==> src/include/qpix_cfg.svh <==
`ifndef QPIX_CFG_SVH
`define QPIX_CFG_SVH

// channel count and channel number width
`define QPIX_NUM_CH        16
`define QPIX_CH_W          4

// free-running counter and the part of it kept in a record
`define QPIX_TS_W          64
`define QPIX_EV_TS_W       60
`define QPIX_EV_W          64

// shared event memory
`define QPIX_FIFO_DEPTH    16
`define QPIX_FIFO_AW       4

// external trigger pulse length in clk200 cycles
`define QPIX_TRIG_CYCLES   8

// APB register map, byte offsets
`define QPIX_ADDR_W        8
`define QPIX_ID_VALUE      32'h5150_4958
`define QPIX_REG_CTRL      8'h00
`define QPIX_REG_STATUS    8'h04
`define QPIX_REG_TRIG_HI   8'h08
`define QPIX_REG_TRIG_LO   8'h0C
`define QPIX_REG_EV_HI     8'h10
`define QPIX_REG_EV_LO     8'h14
`define QPIX_REG_ID        8'h18

`endif

==> src/logic/qpix_event_pkg.sv <==
`include "qpix_cfg.svh"

package qpix_event_pkg;

    // record as the hit path builds it
    // channel number on top, truncated timestamp below
    typedef struct packed {
        logic [`QPIX_CH_W-1:0]    ch;
        logic [`QPIX_EV_TS_W-1:0] ts;
    } event_fields_t;

    // record as the APB side reads it, two 32-bit words
    typedef struct packed {
        logic [31:0] hi;
        logic [31:0] lo;
    } event_halves_t;

    // one 64-bit event word, two views of the same bits
    typedef union packed {
        event_fields_t fields;
        event_halves_t halves;
    } event_word_t;

endpackage

==> src/logic/event_arbiter.sv <==
`timescale 1ns/1ps
`include "qpix_cfg.svh"

module event_arbiter
    import qpix_event_pkg::*;
(
    input  logic                    clk200,
    input  logic                    counter_reset,
    input  logic [`QPIX_NUM_CH-1:0] pending,
    input  event_word_t             records [`QPIX_NUM_CH],
    input  logic                    full,
    output logic [`QPIX_NUM_CH-1:0] grant,
    output logic                    wr_en,
    output event_word_t             wr_data
);

    logic [`QPIX_CH_W-1:0]   rr_ptr;
    logic [`QPIX_CH_W-1:0]   sel_idx;
    logic [`QPIX_CH_W-1:0]   probe;
    logic                    found;
    logic                    issue;
    logic [`QPIX_NUM_CH-1:0] one_hot;

    ////////////////////////////////////////////////////////////////////////////
    // round-robin search
    ////////////////////////////////////////////////////////////////////////////

    // first pending channel at or after the pointer with wrap-around
    always_comb
    begin
        found   = 1'b0;
        sel_idx = rr_ptr;
        probe   = rr_ptr;
        for (int i = 0; i < `QPIX_NUM_CH; i++)
        begin
            probe = rr_ptr + i[`QPIX_CH_W-1:0];
            if (!found && pending[probe])
            begin
                found   = 1'b1;
                sel_idx = probe;
            end
        end
    end

    // a write in flight is not yet counted in full
    // so at most one grant every other cycle
    assign issue   = found & ~full & ~wr_en;
    assign one_hot = {{(`QPIX_NUM_CH-1){1'b0}}, 1'b1} << sel_idx;
    assign grant   = issue ? one_hot : '0;

    always_ff @(posedge clk200)
    begin
        if (counter_reset)
        begin
            rr_ptr <= '0;
            wr_en  <= 1'b0;
        end
        else
        begin
            wr_en <= issue;
            // next search starts just past the winner
            if (issue)
                rr_ptr <= sel_idx + 1'b1;
        end
    end

    // registered write into the shared FIFO
    always_ff @(posedge clk200)
    begin
        if (issue)
            wr_data <= records[sel_idx];
    end

    // channels keep their hit until the arbiter grants it
    a_pending_held: assert property (@(posedge clk200) disable iff (counter_reset)
        ($past(pending) & ~pending & ~$past(grant)) == '0);

endmodule

==> src/logic/event_fifo.sv <==
`timescale 1ns/1ps
`include "qpix_cfg.svh"

module event_fifo
    import qpix_event_pkg::*;
(
    input  logic                   clk200,
    input  logic                   counter_reset,
    input  logic                   wr_en,
    input  event_word_t            wr_data,
    input  logic                   rd_en,
    output event_word_t            rd_data,
    output logic                   empty,
    output logic                   full,
    output logic [`QPIX_FIFO_AW:0] count
);

    event_word_t               mem [`QPIX_FIFO_DEPTH];
    logic [`QPIX_FIFO_AW-1:0]  wr_ptr;
    logic [`QPIX_FIFO_AW-1:0]  rd_ptr;

    // event storage
    always_ff @(posedge clk200)
    begin
        if (wr_en)
            mem[wr_ptr] <= wr_data;
    end

    // pointers wrap naturally at the power-of-two depth
    always_ff @(posedge clk200)
    begin
        if (counter_reset)
        begin
            wr_ptr <= '0;
            rd_ptr <= '0;
            count  <= '0;
        end
        else
        begin
            if (wr_en)
                wr_ptr <= wr_ptr + 1'b1;
            if (rd_en)
                rd_ptr <= rd_ptr + 1'b1;
            // occupancy follows the net change
            if (wr_en && !rd_en)
                count <= count + 1'b1;
            else if (rd_en && !wr_en)
                count <= count - 1'b1;
        end
    end

    // head shows without latency
    assign rd_data = mem[rd_ptr];
    assign empty   = (count == '0);
    assign full    = (count == `QPIX_FIFO_DEPTH);

    // arbiter and register side must both honour the flags
    a_no_overflow: assert property (@(posedge clk200) disable iff (counter_reset)
        full |-> !wr_en);
    a_no_underflow: assert property (@(posedge clk200) disable iff (counter_reset)
        empty |-> !rd_en);

endmodule

==> src/logic/hit_channel.sv <==
`timescale 1ns/1ps
`include "qpix_cfg.svh"

module hit_channel
    import qpix_event_pkg::*;
(
    input  logic                  clk200,
    input  logic                  counter_reset,
    input  logic                  lvds,
    input  logic                  enable,
    input  logic [`QPIX_CH_W-1:0] ch_id,
    input  logic [`QPIX_TS_W-1:0] timestamp,
    input  logic                  grant,
    output logic                  pending,
    output event_word_t           record,
    output logic                  lost
);

    logic sync1;
    logic sync2;
    logic sync3;
    logic rise;
    logic accept;

    // two flops into clk200 and a third that holds the previous level
    always_ff @(posedge clk200)
    begin
        if (counter_reset)
        begin
            sync1 <= 1'b0;
            sync2 <= 1'b0;
            sync3 <= 1'b0;
        end
        else
        begin
            sync1 <= lvds;
            sync2 <= sync1;
            sync3 <= sync2;
        end
    end

    // masked channels see no edges at all
    assign rise = sync2 & ~sync3 & enable;

    // slot is free when idle or when the current hit leaves this cycle
    assign accept = rise & (~pending | grant);
    assign lost   = rise & pending & ~grant;

    always_ff @(posedge clk200)
    begin
        if (counter_reset)
            pending <= 1'b0;
        else if (accept)
            pending <= 1'b1;
        else if (grant)
            pending <= 1'b0;
    end

    // stamp with the counter seen on the accepting edge
    always_ff @(posedge clk200)
    begin
        if (accept)
        begin
            record.fields.ch <= ch_id;
            record.fields.ts <= timestamp[`QPIX_EV_TS_W-1:0];
        end
    end

    // the arbiter only grants a channel that holds a hit
    a_grant_held: assert property (@(posedge clk200) disable iff (counter_reset)
        grant |-> pending);

endmodule

==> src/logic/qpix_apb_regs.sv <==
`timescale 1ns/1ps
`include "qpix_cfg.svh"

module qpix_apb_regs
    import qpix_event_pkg::*;
(
    input  logic                    clk200,
    input  logic                    counter_reset,
    input  logic                    psel,
    input  logic                    penable,
    input  logic                    pwrite,
    input  logic [`QPIX_ADDR_W-1:0] paddr,
    input  logic [31:0]             pwdata,
    output logic [31:0]             prdata,
    output logic                    pready,
    output logic                    pslverr,
    input  logic                    empty,
    input  logic                    full,
    input  logic [`QPIX_FIFO_AW:0]  count,
    input  event_word_t             rd_data,
    input  logic [`QPIX_TS_W-1:0]   trig_ts,
    input  logic                    trig_busy,
    input  logic [`QPIX_NUM_CH-1:0] lost,
    output logic [`QPIX_NUM_CH-1:0] enable_mask,
    output logic                    trig_start,
    output logic                    rd_en
);

    logic        access;
    logic        mapped;
    logic        read_only;
    logic        ctrl_wr;
    logic [31:0] rd_word;
    logic [4:0]  lost_add;
    logic [16:0] lost_sum;
    logic [15:0] lost_cnt;

    // no wait states, every access phase completes
    assign pready = 1'b1;
    assign access = psel & penable;

    ////////////////////////////////////////////////////////////////////////////
    // address decode and read mux
    ////////////////////////////////////////////////////////////////////////////

    always_comb
    begin
        mapped    = 1'b1;
        read_only = 1'b1;
        rd_word   = '0;
        case (paddr)
            `QPIX_REG_CTRL:
            begin
                read_only = 1'b0;
                // strobe bit always reads back zero
                rd_word   = {enable_mask, 16'h0000};
            end
            `QPIX_REG_STATUS:
                rd_word = {lost_cnt, 3'b000, count, 6'b000000, full, empty};
            `QPIX_REG_TRIG_HI:
                rd_word = trig_ts[63:32];
            `QPIX_REG_TRIG_LO:
                rd_word = trig_ts[31:0];
            // event head through the bus view, zero when nothing is held
            `QPIX_REG_EV_HI:
                rd_word = empty ? 32'h0 : rd_data.halves.hi;
            `QPIX_REG_EV_LO:
                rd_word = empty ? 32'h0 : rd_data.halves.lo;
            `QPIX_REG_ID:
                rd_word = `QPIX_ID_VALUE;
            default:
                mapped = 1'b0;
        endcase
    end

    assign prdata  = rd_word;
    assign pslverr = access & (~mapped | (pwrite & read_only));

    // pop lands on the edge that ends the EV_LO read
    assign rd_en   = access & ~pwrite & (paddr == `QPIX_REG_EV_LO) & ~empty;

    ////////////////////////////////////////////////////////////////////////////
    // control register
    ////////////////////////////////////////////////////////////////////////////

    assign ctrl_wr = access & pwrite & (paddr == `QPIX_REG_CTRL);

    always_ff @(posedge clk200)
    begin
        if (counter_reset)
        begin
            enable_mask <= '0;
            trig_start  <= 1'b0;
        end
        else
        begin
            // one-cycle strobe, nothing to start while a pulse runs
            trig_start <= ctrl_wr & pwdata[0] & ~trig_busy;
            if (ctrl_wr)
                enable_mask <= pwdata[31:16];
        end
    end

    // several channels may lose a hit in the same cycle
    always_comb
    begin
        lost_add = '0;
        for (int i = 0; i < `QPIX_NUM_CH; i++)
            lost_add = lost_add + {4'b0000, lost[i]};
    end

    assign lost_sum = {1'b0, lost_cnt} + {12'h000, lost_add};

    // saturating lost-hit count
    always_ff @(posedge clk200)
    begin
        if (counter_reset)
            lost_cnt <= '0;
        else if (lost_sum[16])
            lost_cnt <= 16'hFFFF;
        else
            lost_cnt <= lost_sum[15:0];
    end

    a_apb_phase: assert property (@(posedge clk200) disable iff (counter_reset)
        penable |-> psel);

endmodule

==> src/logic/qpix_daq_top.sv <==
`timescale 1ns/1ps
`include "qpix_cfg.svh"

module qpix_daq_top
    import qpix_event_pkg::*;
(
    input  logic                    clk200,
    input  logic                    counter_reset,
    input  logic [`QPIX_NUM_CH-1:0] lvds_in,
    output logic                    trigger,
    input  logic                    psel,
    input  logic                    penable,
    input  logic                    pwrite,
    input  logic [`QPIX_ADDR_W-1:0] paddr,
    input  logic [31:0]             pwdata,
    output logic [31:0]             prdata,
    output logic                    pready,
    output logic                    pslverr
);

    logic [`QPIX_TS_W-1:0]   timestamp;
    logic [`QPIX_TS_W-1:0]   trig_ts;
    logic                    trig_busy;
    logic                    trig_start;
    logic [`QPIX_NUM_CH-1:0] enable_mask;
    logic [`QPIX_NUM_CH-1:0] ch_pending;
    logic [`QPIX_NUM_CH-1:0] ch_grant;
    logic [`QPIX_NUM_CH-1:0] ch_lost;
    event_word_t             ch_record [`QPIX_NUM_CH];
    logic                    wr_en;
    event_word_t             wr_data;
    logic                    rd_en;
    event_word_t             rd_data;
    logic                    empty;
    logic                    full;
    logic [`QPIX_FIFO_AW:0]  count;

    ////////////////////////////////////////////////////////////////////////////
    // hit inputs
    ////////////////////////////////////////////////////////////////////////////

    for (genvar i = 0; i < `QPIX_NUM_CH; i++)
    begin : g_ch
        // channel number fixed per instance
        localparam logic [`QPIX_CH_W-1:0] CH_NUM = i;

        hit_channel u_ch (
            .clk200        (clk200),
            .counter_reset (counter_reset),
            .lvds          (lvds_in[i]),
            .enable        (enable_mask[i]),
            .ch_id         (CH_NUM),
            .timestamp     (timestamp),
            .grant         (ch_grant[i]),
            .pending       (ch_pending[i]),
            .record        (ch_record[i]),
            .lost          (ch_lost[i])
        );
    end

    // sixteen channels share one event memory
    event_arbiter u_arb (
        .clk200        (clk200),
        .counter_reset (counter_reset),
        .pending       (ch_pending),
        .records       (ch_record),
        .full          (full),
        .grant         (ch_grant),
        .wr_en         (wr_en),
        .wr_data       (wr_data)
    );

    event_fifo u_fifo (
        .clk200        (clk200),
        .counter_reset (counter_reset),
        .wr_en         (wr_en),
        .wr_data       (wr_data),
        .rd_en         (rd_en),
        .rd_data       (rd_data),
        .empty         (empty),
        .full          (full),
        .count         (count)
    );

    trigger_timer u_timer (
        .clk200        (clk200),
        .counter_reset (counter_reset),
        .trig_start    (trig_start),
        .timestamp     (timestamp),
        .trig_ts       (trig_ts),
        .trigger       (trigger),
        .trig_busy     (trig_busy)
    );

    qpix_apb_regs u_regs (
        .clk200        (clk200),
        .counter_reset (counter_reset),
        .psel          (psel),
        .penable       (penable),
        .pwrite        (pwrite),
        .paddr         (paddr),
        .pwdata        (pwdata),
        .prdata        (prdata),
        .pready        (pready),
        .pslverr       (pslverr),
        .empty         (empty),
        .full          (full),
        .count         (count),
        .rd_data       (rd_data),
        .trig_ts       (trig_ts),
        .trig_busy     (trig_busy),
        .lost          (ch_lost),
        .enable_mask   (enable_mask),
        .trig_start    (trig_start),
        .rd_en         (rd_en)
    );

endmodule

==> src/logic/trigger_timer.sv <==
`timescale 1ns/1ps
`include "qpix_cfg.svh"

module trigger_timer (
    input  logic                  clk200,
    input  logic                  counter_reset,
    input  logic                  trig_start,
    output logic [`QPIX_TS_W-1:0] timestamp,
    output logic [`QPIX_TS_W-1:0] trig_ts,
    output logic                  trigger,
    output logic                  trig_busy
);

    localparam int LEN_W = $clog2(`QPIX_TRIG_CYCLES);

    logic [LEN_W-1:0] cycles_left;

    // free-running time base, zero in the first cycle out of reset
    always_ff @(posedge clk200)
    begin
        if (counter_reset)
            timestamp <= '0;
        else
            timestamp <= timestamp + 1'b1;
    end

    ////////////////////////////////////////////////////////////////////////////
    // trigger pulse
    ////////////////////////////////////////////////////////////////////////////

    // strobes during a pulse are dropped
    always_ff @(posedge clk200)
    begin
        if (counter_reset)
        begin
            trigger     <= 1'b0;
            cycles_left <= '0;
            trig_ts     <= '0;
        end
        else if (trigger)
        begin
            if (cycles_left == '0)
                trigger <= 1'b0;
            else
                cycles_left <= cycles_left - 1'b1;
        end
        else if (trig_start)
        begin
            trigger     <= 1'b1;
            cycles_left <= LEN_W'(`QPIX_TRIG_CYCLES - 1);
            // counter value of the first high cycle
            trig_ts     <= timestamp + 1'b1;
        end
    end

    assign trig_busy = trigger;

endmodule

==> config.mk <==
export PLATFORM = sky130hd
export DESIGN_NAME = qpix_daq_top
export DESIGN_NICKNAME = d
export VERILOG_FILES = /design/src/logic/qpix_event_pkg.sv /design/src/logic/event_arbiter.sv /design/src/logic/event_fifo.sv /design/src/logic/hit_channel.sv /design/src/logic/qpix_apb_regs.sv /design/src/logic/qpix_daq_top.sv /design/src/logic/trigger_timer.sv
export VERILOG_INCLUDE_DIRS = /design/src /design/src/include
export SDC_FILE = /design/constraint.sdc
export NUM_CORES = 2
export LEC_CHECK = 0
export ABC_CLOCK_PERIOD_IN_PS = 11370
export BUFFER_PORTS_ARGS = -buffer_cell sky130_fd_sc_hd__buf_2
export CAP_MARGIN = 20
export CORE_MARGIN = 2
export CORE_UTILIZATION = 62
export CTS_BUF_LIST = sky130_fd_sc_hd__clkbuf_4 sky130_fd_sc_hd__clkbuf_8
export DETAILED_ROUTE_END_ITERATION = 6
export MAX_ROUTING_LAYER = met4
export PLACE_DENSITY = 0.76
export SLEW_MARGIN = 30
export SYNTH_ARGS = -nofsm -noshare
export SYNTH_HDL_FRONTEND = slang
export SYNTH_SLANG_ARGS = --single-unit
==> constraint.sdc <==
create_clock -name clk200 -period 11.37 [get_ports clk200]
set_input_delay 0.5685 -clock clk200 [delete_from_list [all_inputs] [get_ports clk200]]
set_output_delay 0.5685 -clock clk200 [all_outputs]
set_load 0.02 [all_outputs]
==> flow_results.org <==
** Synth
- Dominant cells by area after synthesis :: edfxtp_1 68%, mux4_2 7.6%, dfxtp_1 5.5%, mux2i_1 4.6%, a211oi_1 1.5%
- Yosys mapped a number of flops with a built-in enable equal to 2048.
- Gate count of the mapped netlist :: 5266
- Dividing the synthesized area by the synthesized cell count gives 17.3 um^2.
- Synth Register Bits :: 2299
- For this run, the number of Yosys warnings is 0.
- Unique masters post-synth :: 74
- edfxtp_1 takes more of the synthesized area than any other cell.
- Synth top area share :: 0.676
- After synthesis the cells add up to 90900 um^2.
- Syn_nets :: 5374
- Fraction of synthesis flops using an asynchronous set or reset pin :: 0
- Most used DFF post-synth :: edfxtp_1
- Sequential share of the synthesized area :: 0.732

** Worst setup path
- Number of buffer and inverter instances along the worst setup path :: 7
- End of the worst register-to-register path :: u_regs.lost_cnt[10]$_SDFF_PP0_
- The worst setup path is launched from a register.
- The worst register-to-register path has a depth of 34.
- Critical Path Max Stage Delay :: 0.66 ns
- Cell with the biggest individual delay on the critical path :: ha_2
- Crit-path leading delay family :: adder cells
- Data arrives at the worst endpoint at 11.66 ns.
- Largest fanout of any net on the critical path :: 15
- The worst setup path is captured at a register.
- Setup Crit Path Kind :: reg -> reg
- Counting buffers and inverters, the worst setup path is 34 cells deep.
- By instance count, the cell type seen most on the critical path is fa_1.
- For the worst setup path, the data required time is 12.32 ns.
- Minimum setup slack among reg-to-reg paths :: 0.66 ns
- Reg-to-Reg Start :: u_arb.rr_ptr[1]$_SDFFE_PP0P_

** Placement
- Routability-driven placement congestion ratio :: 0.884
- IO Port Bufs :: 79
- In this run the cell area measured after placement is 93600 um^2.
- Worst-case setup slack after placement :: 0.544 ns
- Detailed placement finished with a half-perimeter wire length of 129 mm.

** Die
- Die area :: 150000 um^2
- In this run the count of I/O pins placed on the die edge is 96.
- DIE WIDTH :: 387 um
- Chip Height :: 387 um
- The core region is 146000 um^2.
- Num rows :: 140
- Initial Util :: 0.625

** Global routing
- The number of antenna violations at the first check in global routing is 17.
- First-pass GRT wire length :: 337 mm
- Global-route total usage across every layer :: 0.320
- Entering global routing, the biggest net connects 116 pins.
- After global routing the overflow that remains totals 0.
- The number of global-route vias before repair was 50800.

** Clock tree
- After clock tree synthesis, the clock-pin slew on the worst setup and hold paths is 0.07 ns.
- CTS saw 2299 sinks.
- CTS H-Tree Depth :: 5
- The tree is rooted in a clkbuf_8.
- The later pin in the worst-skew pair is clocked with a latency of 1.05 ns.
- Buffers from clock root to sink, at most :: 4
- Total clock buffers created by CTS :: 366
- TritonCTS built the clock tree.

** Layout
- Compared with the post-synthesis result, the final layout area differs by 11.3%.
- Count of nets after finishing :: 5644
- Layout cell share with drive strength beyond 1 :: 0.199
- After routing the design area is 101000 um^2.
- Top library cells by usage in the layout, fill and taps aside :: 2048 x edfxtp_1, 421 x mux2i_1, 396 x clkbuf_8, 327 x nand2_1, 305 x mux4_2
- Leaving out fill and tap cells, the most frequent cell in the layout is edfxtp_1.

** Job
- Max capacitance violation total :: 0

** Timing
- Final hold violation count :: 0
- Measured against its own limit, the worst slew margin works out to 0.275.
- Clock Skew :: 0.0696 ns
- Count of final max-slew check failures :: 0
- Max frequency :: 0.0934 GHz
- Slew of the pin with the lowest slew margin :: 1.08 ns
- In the final timing run, aggregate negative setup slack is 0 ns.
- Final setup viols :: 0
- Subtracting the final worst setup slack from the clock period gives 10.71 ns.
- Post-Route Hold Slack :: 0.166 ns
- Setup repair after global routing missed its margin :: false
- Once routing completed, OpenROAD measured the worst setup slack at 0.661 ns.
- Fin crit share :: 0.942

** Power
- VDD sags by at most 251 uV.
- Summing internal, switching and leakage power gives 19.9 mW.
- Dividing total power by cell area gives a power density of 197 nW/um^2.
- Pleak :: 34.3 nW

** Routing
- In the routed design, unresolved DRC markers number 0.
- Dividing the detail-routed via count by the number of cells gives 6.66.
- Wire per inst :: 30.0 um
- For this run, the detailed router's first-pass iteration total came to 7.
- The first routing iteration left 6895 violations.
- For this block, the via count after detailed routing is 51500.
- Wire length reported by the detailed router :: 232 mm
- Remaining number of nets flagged by the antenna check after routing :: 0

** Outcome
- Status :: completed

** Min path
- Hold path depth :: 5
- The startpoint identified for the worst hold timing path is pwrite.
- Kind of path behind the tightest hold check :: in -> reg
-- report_power, final --
group,switching (mW),leakage [nW],internal [mW]
logic,2.31,9.88,1.08
clock network,3.11,3.75,3.74
registers,0.194,20.7,9.46
-- tightest hold or removal path, delay by kind of cell --
| kind | cells | cell delay [ns] |
|---|---|---|
| buf+inv | 2 | 0.28 |
| simple gates | 2 | 0.12 |
| xor+xnor | 1 | 0.15 |
-- cell families after synthesis --
| logic type | share of synthesized area |
|---|---|
| DFF | 0.732 |
| and+or+nand+nor | 0.0540 |
| muxes | 0.125 |
| AOI/OAI and AO/OA | 0.0552 |
| buffers and inverters | 0.0168 |
| xor gates and xnor gates | 0.00967 |
| adders and majority gates | 0.00746 |
| other | 0.0000412 |
-- cell usage after synthesis, types with 54 or more instances --
library cell / number
xor2_1: 54
o22ai_1: 154
a311oi_1: 122
a21oi_1: 71
mux4_2: 305
or4_1: 62
nor2_1: 235
nand2_1: 328
a211oi_1: 187
nor2b_1: 82
buf_2: 85
clkbuf_1: 196
edfxtp_1: 2048
o21ai_0: 54
and3_1: 133
dfxtp_1: 251
mux2i_1: 422
-- sequential cells by signal, summed over array words and instances, names as in the netlist, 64 cells and up, named ones only --
| register | count |
|---|---|
| u_arb.wr_data | 64 |
| u_timer.trig_ts | 64 |
| u_fifo.mem | 1024 |
| g_ch.u_ch.record | 960 |
| u_timer.timestamp | 64 |
-- area by class of cell --
type,count,area (um^2)
Multi-Input combinational cell,2596,23200
Sequential cell,2299,66500
Clock inverter,114,644
Tap cell,1917,2400
Clock buffer,528,6440
Timing Repair Buffer,225,1790
Antenna cell,6,15.0
Inverter,48,188
Fill cell,8990,44400
-- metal layers --
layer	up-vias	share of wire	track usage
li1	21700	-	-
met1	26100	0.39	0.446
met2	3256	0.47	0.471
met3	477	0.12	0.0758
met4	0	0.030	0.107
met5	-	0	-
-- repair_timing --
action / in CTS / in global routing
endpoints found under the setup margin: 0 / 13
hold buffers: 43 / 0
hold endpoints to repair: 86 / 0
gates resized for setup: 0 / 2
setup buffers: 0 / 0
-- how the worst max path moves through the flow --
stage | start | end | slack (ns)
after floorplan | u_arb.rr_ptr[1]$_SDFFE_PP0P_ | u_regs.lost_cnt[11]$_SDFF_PP0_ | 1.13
after global placement | u_arb.rr_ptr[1]$_SDFFE_PP0P_ | u_regs.lost_cnt[0]$_SDFF_PP0_ | 0.53
after detailed placement | u_arb.rr_ptr[1]$_SDFFE_PP0P_ | u_regs.lost_cnt[1]$_SDFF_PP0_ | 0.54
after CTS | u_arb.rr_ptr[1]$_SDFFE_PP0P_ | u_regs.lost_cnt[1]$_SDFF_PP0_ | 0.45
after global routing | u_arb.rr_ptr[1]$_SDFFE_PP0P_ | u_regs.lost_cnt[6]$_SDFF_PP0_ | 0.04
final | u_arb.rr_ptr[1]$_SDFFE_PP0P_ | u_regs.lost_cnt[10]$_SDFF_PP0_ | 0.66
-- through the flow --
step / cells / util
floorplan: 5266 / -
global placement: 7034 / 0.642
detailed placement: 7040 / 0.643
CTS: 7725 / 0.695
global route: 7732 / 0.695
finish: 7733 / 0.695
(Power assumes the default switching activity.)
